--- src/design/uart_dbg_pkg.sv ---
`default_nettype none

package uart_dbg_pkg;

   // Fixed characters of a console line
   localparam logic [7:0] ASCII_R     = 8'h52;
   localparam logic [7:0] ASCII_COLON = 8'h3a;
   localparam logic [7:0] ASCII_LF    = 8'h0a;
   localparam logic [7:0] ASCII_CR    = 8'h0d;

   // Bases for digit conversion
   localparam logic [7:0] ASCII_ZERO    = 8'h30;
   localparam logic [7:0] ASCII_UPPER_A = 8'h41;

   // One received character and its stop-bit status
   typedef struct packed {
      logic [7:0] data;
      logic       frame_err; // Stop bit sampled low
   } rx_result_t;

   // Upper-case hex digit for one nibble
   function automatic logic [7:0] nib_to_ascii(input logic [3:0] nib);
      logic [7:0] ext;
      ext = {4'h0, nib};
      if (nib < 4'd10)
      begin
         return ASCII_ZERO + ext;
      end
      else
      begin
         return ASCII_UPPER_A + ext - 8'd10;
      end
   endfunction

endpackage

`default_nettype wire

--- src/design/byte_fifo.sv ---
`timescale 1ns/100ps
`default_nettype none

module byte_fifo #(
   parameter int FIFO_DEPTH = 4
) (
   input  wire logic       clk,
   input  wire logic       rst,
   input  wire logic       i_wr,
   input  wire logic [7:0] i_din,
   input  wire logic       i_rd,
   output logic [7:0]      o_dout,
   output logic            o_full,
   output logic            o_empty
);

   localparam int ADDR_W = $clog2(FIFO_DEPTH);

   logic [7:0]      mem [FIFO_DEPTH];
   logic [ADDR_W:0] wr_ptr; // Extra MSB marks the wrap
   logic [ADDR_W:0] rd_ptr;
   logic            do_wr;
   logic            do_rd;

   assign do_wr = i_wr && !o_full;
   assign do_rd = i_rd && !o_empty;

   assign o_empty = (wr_ptr == rd_ptr);
   assign o_full  = (wr_ptr[ADDR_W] != rd_ptr[ADDR_W]) &&
                    (wr_ptr[ADDR_W-1:0] == rd_ptr[ADDR_W-1:0]);

   // Head entry is always visible
   assign o_dout = mem[rd_ptr[ADDR_W-1:0]];

   always_ff @(posedge clk)
   begin
      if (do_wr)
      begin
         mem[wr_ptr[ADDR_W-1:0]] <= i_din;
      end
   end

   always_ff @(posedge clk)
   begin
      if (rst)
      begin
         wr_ptr <= '0;
         rd_ptr <= '0;
      end
      else
      begin
         if (do_wr)
            wr_ptr <= wr_ptr + 1'b1;
         if (do_rd)
            rd_ptr <= rd_ptr + 1'b1;
      end
   end

endmodule

`default_nettype wire

--- src/design/hex_line_formatter.sv ---
`timescale 1ns/100ps
`default_nettype none

module hex_line_formatter #(
   parameter int DATA_W = 16
) (
   input  wire logic              clk,
   input  wire logic              rst,
   input  wire logic              i_stb,
   input  wire logic [DATA_W-1:0] i_data,
   input  wire logic [1:0]        i_reg_num,
   input  wire logic              i_full,
   output logic                   o_wr,
   output logic [7:0]             o_byte,
   output logic                   o_busy
);

   import uart_dbg_pkg::*;

   localparam int NIBBLES = DATA_W / 4;
   localparam int ST_W    = $clog2(NIBBLES + 6);

   // Hex digit states sit between S_HEX0 and S_LF without names of their own
   typedef enum logic [ST_W-1:0] {
      S_IDLE  = ST_W'(0),
      S_R     = ST_W'(1),
      S_DIGIT = ST_W'(2),
      S_COLON = ST_W'(3),
      S_HEX0  = ST_W'(4),
      S_LF    = ST_W'(NIBBLES + 4),
      S_CR    = ST_W'(NIBBLES + 5)
   } state_t;

   state_t            state;
   logic [DATA_W-1:0] value_q; // Top nibble is the next digit out
   logic [1:0]        reg_q;
   logic              wr_done;

   assign o_busy  = (state != S_IDLE);
   assign o_wr    = o_busy;
   assign wr_done = o_wr && !i_full;

   always_ff @(posedge clk)
   begin
      if (rst)
      begin
         state <= S_IDLE;
      end
      else
      begin
         case (state)
            S_IDLE:
            begin
               if (i_stb)
               begin
                  state <= S_R;
               end
            end
            S_CR:
            begin
               if (wr_done)
               begin
                  state <= S_IDLE;
               end
            end
            default:
            begin
               if (wr_done)
               begin
                  state <= state_t'(state + 1'b1);
               end
            end
         endcase
      end
   end

   // Captured line payload
   always_ff @(posedge clk)
   begin
      if (state == S_IDLE && i_stb)
      begin
         value_q <= i_data;
         reg_q   <= i_reg_num;
      end
      else if (wr_done && state >= S_HEX0 && state < S_LF)
      begin
         value_q <= {value_q[DATA_W-5:0], 4'h0}; // Next nibble up
      end
   end

   always_comb
   begin
      case (state)
         S_R:     o_byte = ASCII_R;
         S_DIGIT: o_byte = ASCII_ZERO + {6'd0, reg_q};
         S_COLON: o_byte = ASCII_COLON;
         S_LF:    o_byte = ASCII_LF;
         S_CR:    o_byte = ASCII_CR;
         default: o_byte = nib_to_ascii(value_q[DATA_W-1 -: 4]);
      endcase
   end

endmodule

`default_nettype wire

--- src/design/uart_dbg_top.sv ---
`timescale 1ns/100ps
`default_nettype none

module uart_dbg_top #(
   parameter int DATA_W       = 16,
   parameter int CLKS_PER_BIT = 16,
   parameter int FIFO_DEPTH   = 4
) (
   input  wire logic              clk,
   input  wire logic              rst,
   input  wire logic              i_tx_stb,
   input  wire logic [DATA_W-1:0] i_tx_data,
   input  wire logic [1:0]        i_reg_num,
   input  wire logic              i_rx,
   output logic                   o_tx_busy,
   output logic                   o_tx,
   output uart_dbg_pkg::rx_result_t o_rx,
   output logic                   o_rx_valid
);

   logic       fmt_wr;
   logic [7:0] fmt_byte;
   logic       fifo_full;
   logic       fifo_empty;
   logic [7:0] fifo_dout;
   logic       tx_active;
   logic       launch;
   logic       launch_q;  // One-cycle start pulse
   logic [7:0] tx_byte_q;

   hex_line_formatter #(.DATA_W(DATA_W)) u_fmt (
      .clk(clk), .rst(rst),
      .i_stb(i_tx_stb), .i_data(i_tx_data), .i_reg_num(i_reg_num),
      .i_full(fifo_full), .o_wr(fmt_wr), .o_byte(fmt_byte), .o_busy(o_tx_busy)
   );

   byte_fifo #(.FIFO_DEPTH(FIFO_DEPTH)) u_fifo (
      .clk(clk), .rst(rst),
      .i_wr(fmt_wr), .i_din(fmt_byte), .i_rd(launch),
      .o_dout(fifo_dout), .o_full(fifo_full), .o_empty(fifo_empty)
   );

   // Skip a cycle after each launch so busy has time to rise
   assign launch = !fifo_empty && !tx_active && !launch_q;

   always_ff @(posedge clk)
   begin
      if (rst)
         launch_q <= 1'b0;
      else
         launch_q <= launch;
   end

   always_ff @(posedge clk)
   begin
      if (launch)
         tx_byte_q <= fifo_dout;
   end

   uart_tx #(.CLKS_PER_BIT(CLKS_PER_BIT)) u_tx (
      .clk(clk), .rst(rst),
      .i_start(launch_q), .i_byte(tx_byte_q), .o_tx(o_tx), .o_busy(tx_active)
   );

   uart_rx #(.CLKS_PER_BIT(CLKS_PER_BIT)) u_rx (
      .clk(clk), .rst(rst),
      .i_rx(i_rx), .o_rx(o_rx), .o_valid(o_rx_valid)
   );

endmodule

`default_nettype wire

--- src/design/uart_rx.sv ---
`timescale 1ns/100ps
`default_nettype none

module uart_rx #(
   parameter int CLKS_PER_BIT = 16
) (
   input  wire logic              clk,
   input  wire logic              rst,
   input  wire logic              i_rx,
   output uart_dbg_pkg::rx_result_t o_rx,
   output logic                   o_valid
);

   localparam int               CNT_W    = $clog2(CLKS_PER_BIT);
   localparam logic [CNT_W-1:0] BIT_LAST = CNT_W'(CLKS_PER_BIT - 1);
   localparam logic [CNT_W-1:0] HALF     = CNT_W'(CLKS_PER_BIT / 2 - 1);

   typedef enum logic [1:0] {
      S_IDLE,
      S_START,
      S_DATA,
      S_STOP
   } state_t;

   state_t           state;
   logic [1:0]       sync;     // Two-flop synchronizer
   logic             rx_prev;
   logic [CNT_W-1:0] baud_cnt;
   logic [2:0]       bit_idx;
   logic [7:0]       shreg;

   always_ff @(posedge clk)
   begin
      if (rst)
      begin
         sync    <= 2'b11;
         rx_prev <= 1'b1;
      end
      else
      begin
         sync    <= {sync[0], i_rx};
         rx_prev <= sync[1];
      end
   end

   always_ff @(posedge clk)
   begin
      if (rst)
      begin
         state    <= S_IDLE;
         baud_cnt <= '0;
         bit_idx  <= '0;
         o_valid  <= 1'b0;
      end
      else
      begin
         o_valid <= 1'b0;
         case (state)
            S_IDLE:
            begin
               baud_cnt <= '0;
               bit_idx  <= '0;
               if (rx_prev && !sync[1])
                  state <= S_START; // Falling edge
            end
            S_START:
            begin
               baud_cnt <= baud_cnt + 1'b1;
               if (baud_cnt == HALF)
               begin
                  baud_cnt <= '0;
                  state    <= sync[1] ? S_IDLE : S_DATA; // Glitch check
               end
            end
            S_DATA:
            begin
               baud_cnt <= baud_cnt + 1'b1;
               if (baud_cnt == BIT_LAST)
               begin
                  baud_cnt <= '0;
                  bit_idx  <= bit_idx + 1'b1;
                  if (bit_idx == 3'd7)
                     state <= S_STOP;
               end
            end
            S_STOP:
            begin
               baud_cnt <= baud_cnt + 1'b1;
               if (baud_cnt == BIT_LAST)
               begin
                  o_valid <= 1'b1;
                  state   <= S_IDLE;
               end
            end
         endcase
      end
   end

   // Received payload arrives LSB first
   always_ff @(posedge clk)
   begin
      if (state == S_DATA && baud_cnt == BIT_LAST)
         shreg <= {sync[1], shreg[7:1]};
      if (state == S_STOP && baud_cnt == BIT_LAST)
      begin
         o_rx.data      <= shreg;
         o_rx.frame_err <= !sync[1];
      end
   end

endmodule

`default_nettype wire

--- src/design/uart_tx.sv ---
`timescale 1ns/100ps
`default_nettype none

module uart_tx #(
   parameter int CLKS_PER_BIT = 16
) (
   input  wire logic       clk,
   input  wire logic       rst,
   input  wire logic       i_start,
   input  wire logic [7:0] i_byte,
   output logic            o_tx,
   output logic            o_busy
);

   localparam int              CNT_W    = $clog2(CLKS_PER_BIT);
   localparam logic [CNT_W-1:0] BIT_LAST = CNT_W'(CLKS_PER_BIT - 1);

   logic [9:0]       frame;    // Stop, data LSB first, start
   logic [CNT_W-1:0] baud_cnt;
   logic [3:0]       bit_idx;  // Bit now on the line

   // Line idles high
   assign o_tx = o_busy ? frame[bit_idx] : 1'b1;

   always_ff @(posedge clk)
   begin
      if (!o_busy && i_start)
      begin
         frame <= {1'b1, i_byte, 1'b0};
      end
   end

   always_ff @(posedge clk)
   begin
      if (rst)
      begin
         o_busy   <= 1'b0;
         baud_cnt <= '0;
         bit_idx  <= '0;
      end
      else if (!o_busy)
      begin
         if (i_start)
         begin
            o_busy   <= 1'b1;
            baud_cnt <= '0;
            bit_idx  <= '0;
         end
      end
      else if (baud_cnt == BIT_LAST)
      begin
         baud_cnt <= '0;
         if (bit_idx == 4'd9)
            o_busy <= 1'b0; // End of stop bit
         else
            bit_idx <= bit_idx + 1'b1;
      end
      else
      begin
         baud_cnt <= baud_cnt + 1'b1;
      end
   end

endmodule

`default_nettype wire

--- config.mk ---
export PLATFORM = sky130hd
export DESIGN_NAME = uart_dbg_top
export DESIGN_NICKNAME = d
export VERILOG_FILES = /design/src/design/uart_dbg_pkg.sv /design/src/design/byte_fifo.sv /design/src/design/hex_line_formatter.sv /design/src/design/uart_dbg_top.sv /design/src/design/uart_rx.sv /design/src/design/uart_tx.sv
export SDC_FILE = /design/constraint.sdc
export NUM_CORES = 1
export LEC_CHECK = 0
export CAP_MARGIN = 20
export CORE_UTILIZATION = 45
export DETAILED_ROUTE_END_ITERATION = 7
export DONT_BUFFER_PORTS = 1
export PLACE_DENSITY = 0.66
export SKIP_CTS_REPAIR_TIMING = 1
export SLEW_MARGIN = 20
export SYNTH_ARGS = -nofsm -noshare
export SYNTH_HDL_FRONTEND = slang
export SYNTH_SLANG_ARGS = --single-unit
export TNS_END_PERCENT = 20
--- constraint.sdc ---
create_clock -name clk -period 6 [get_ports clk]
set_input_delay 0.6 -clock clk [delete_from_list [all_inputs] [get_ports clk]]
set_output_delay 0.6 -clock clk [all_outputs]
set_load 0.02 [all_outputs]
==> summary.md <==
| Metric | Value |
|---|---|
| Outcome | complete, no violations |
| Total Power | roughly 0.0018 W |
| Starting Density | 47.07% |
| Worst-case clock buffer depth | 2 |
| Later-pin clock latency in the skew report | between 0.3 and 0.4 ns |
| Crit Reg-Reg Startpoint | u_fmt.state[2]$_SDFFE_PP0P_ |
| DRT Pass-1 Iters | 4 |
| Synth Instances | 340 |
| Initial antenna violation count | 0 |
| Setup CP Type | reg2out |
| Most frequent cells in the layout | 77 x edfxtp_1, 33 x dfxtp_1, 27 x nor2_1, 16 x ha_1, 14 x nand2_1 |
| First-pass GRT wire length | approximately 12000 µm |
| Syn_area_per_cell | 13.78 µm² |
| Die area | ~11000 µm² |
| Layout area overhead | 6.489% |
| Final Net Count | between 300 and 400 |
| Via Count | approximately 2500 |
| Largest net degree at the start of global routing | 35 |
| Clock transition at path regs | 0.11 ns |
| Post-synth ARST share | 0% |
| Hpwl dp | a little over 5000 µm |
| Worst hold-check path type | in2reg |
| Fin crit period | approximately 2.3 ns |
| Leakage Power | between 1.5 and 2 nW |
| Via/cell ratio | ~5.3 |
| RSZ-0062 raised after global routing | no |
| Synth Cell Area | between 4000 and 5000 µm² |
| Worst-Margin Slew | around 0.76 ns |
| Hold Slack | 0.2773 ns |
| Filler instances | roughly 850 |
| Placed insts | around 460 |
| Sequential element share of the synthesized area | a little under two thirds |
| Startpoint types | register |
| I/O pin count | 34 |
| # diodes | 0 |
| Root Driver | clkbuf_8 |
| Share of layout cells above drive strength 1 | between 10 and 15% |
| Worst-path fanout max | 6 |
| Final Setup Violations | 0 |
| Routed wire per std cell | between 10 and 15 µm |
| Fin crit share | a little under 40% |
| Crit path from | u_tx.bit_idx[0]$_SDFFE_PP0P_ |
| Row count | 36 |
| Synth Flop Type | edfxtp_1 |
| Synth Register Bits | 110 |
| EDFF count, synth | 77 |
| Synth Net Count | between 300 and 400 |
| CP Capture Type | primary output |
| Num CTS Buffers | 9 |
| Clock skew | 0.01059 ns |
| Final Util | approximately half |
| Port Buffers | 0 |
| Core Footprint | around 10000 µm² |
| Worst endpoint required time | approximately 5.4 ns |
| Remaining DRCs | 0 |
| Yosys cell types | between 50 and 60 |
| H-tree depth | 3 |
| Finished Layout Cells | between 400 and 500 |
| TNS Setup | 0 ns |
| Antenna-violating nets left | 0 |
| Drt first-iter violations | roughly 140 |
| Worst Path Arrival | about 1.7 ns |
| GR Overflow Total | 0 |
| Number of hold violations in the final report | 0 |
| Commonest non-fill, non-tap cell in the layout | edfxtp_1 |
| Peak supply drop | between 150 and 200 µV |
| Power per cell area | 356.6 nW/µm² |
| Slew headroom | roughly half |
| Reg2Reg Setup Slack | around 4 ns |
| Highest clock rate | between 400 and 500 MHz |
| Die H | roughly 100 µm |
| Die Width | about 100 µm |
| Max-slew violation count | 0 |
| Max Cap Viol | 0 |
| GRT Total Usage | 14.34% |
| Hold path startpoint | rst |
| Routability cong. | 0.8894 |
| Routed WL | between 7000 and 8000 µm |
| Synth warn | 0 |
| Number of global-route vias before repair | approximately 2600 |
| Clk sinks | between 100 and 150 |
| TritonCTS clock tree | yes |
-- Yosys cell counts (all sizes together) (7+ instances only) --
| master | count | share of area, % |
|---|---|---|
| buf | 7 | 1.2 |
| dfxtp | 33 | 14 |
| inv | 14 | 1.1 |
| nor2 | 27 | 2.2 |
| nand2 | 14 | 1.1 |
| ha | 16 | 4.3 |
| and3 | 9 | 1.2 |
| o21ai | 13 | 1.4 |
| edfxtp | 77 | 49 |
| mux4 | 8 | 4.1 |
| mux2 | 13 | 3.1 |
| a21oi | 13 | 1.4 |
| nor2b | 7 | 0.93 |
| mux2i | 9 | 1.9 |
-- state kept, by name (all words and copies together), names as in the netlist, named ones only --
| signal | count |
|---|---|
| launch_q | 1 |
| u_rx.state | 1 |
| u_rx.bit_idx | 3 |
| u_tx.frame | 7 |
| u_tx.o_busy | 1 |
| u_rx.sync | 2 |
| u_tx.bit_idx | 4 |
| u_tx.baud_cnt | 4 |
| u_rx.shreg | 8 |
| u_fifo.wr_ptr | 3 |
| u_rx.o_valid | 1 |
| u_fmt.value_q | 16 |
| u_rx.rx_prev | 1 |
| u_fifo.mem | 28 |
| u_rx.baud_cnt | 4 |
| u_fmt.state | 4 |
| tx_byte_q | 7 |
| u_rx.o_rx | 9 |
| u_fifo.rd_ptr | 3 |
| u_fmt.reg_q | 2 |
-- per-stage QoR --
stage / worst slack [ns] / area, µm²
2_1_floorplan: 3.601 / 4686
3_3_place_gp: 4.025 / 4792
3_5_place_dp: 3.916 / 4792
4_1_cts: 3.629 / 4990
5_1_grt: 3.519 / 4990
6_report: 3.660 / 4990
-- worst paths after layout --
path	end	cells past startpoint
worst max register to register	u_fifo.mem[2][3]$_DFFE_PP_	5
worst max-delay path	o_tx	4
worst min register to register	u_rx.o_rx[1]$_DFFE_PP_	0
worst min-delay path	u_tx.baud_cnt[1]$_SDFFE_PP0P_	1
-- final cells by class --
cell class                      count  area [µm²]  area share, %
Sequential cell                   110        2973          59.58
Multi-Input combinational cell    204        1585          31.77
Tap cell                          133       166.4          3.335
Clock buffer                        9       123.9          2.482
Clock inverter                      7       73.82          1.479
Inverter                           14       52.55          1.053
Timing Repair Buffer                2       15.01         0.3009
-- routing by layer --
layer | up-vias | share of wire, % | wire (µm) | track usage (%)
met5 | - | 0 | 0 | 0
met2 | 45 | 49 | 3478 | 23.76
li1 | 1259 | - | - | -
met1 | 1215 | 45 | 3224 | 17.44
met4 | 0 | 1.7 | 120 | 5.204
met3 | 10 | 4.4 | 311 | 4.762
-- worst max-delay path, cell delays in order (launching register included) --
cell      delay [ns]
dfxtp_1         0.45
mux4_2          0.52
nand3b_1        0.09
o311ai_0        0.11
buf_4           0.20
-- kinds of logic (layout without fill, tap and decap cells) --
kind of cell / Yosys count / after routing / share of synthesized area (%)
AO/OA/AOI/OAI: 52 / 52 / 7.183
XOR/XNOR: 12 / 12 / 2.563
adder cells (fa/ha/maj): 16 / 16 / 4.272
buffers and inverters: 26 / 32 / 2.724
flip-flops: 110 / 110 / 63.44
multiplexers: 30 / 30 / 9.132
AND/OR/NAND/NOR: 94 / 94 / 10.68
-- report_power, final --
group          leakage, nW  switching [W]  internal (W)
clock                0.101       0.000276      0.000165
combinational        0.673       0.000175      0.000134
sequential           0.979      0.0000670      0.000963
No activity file was read; power rests on OpenSTA's default activity.
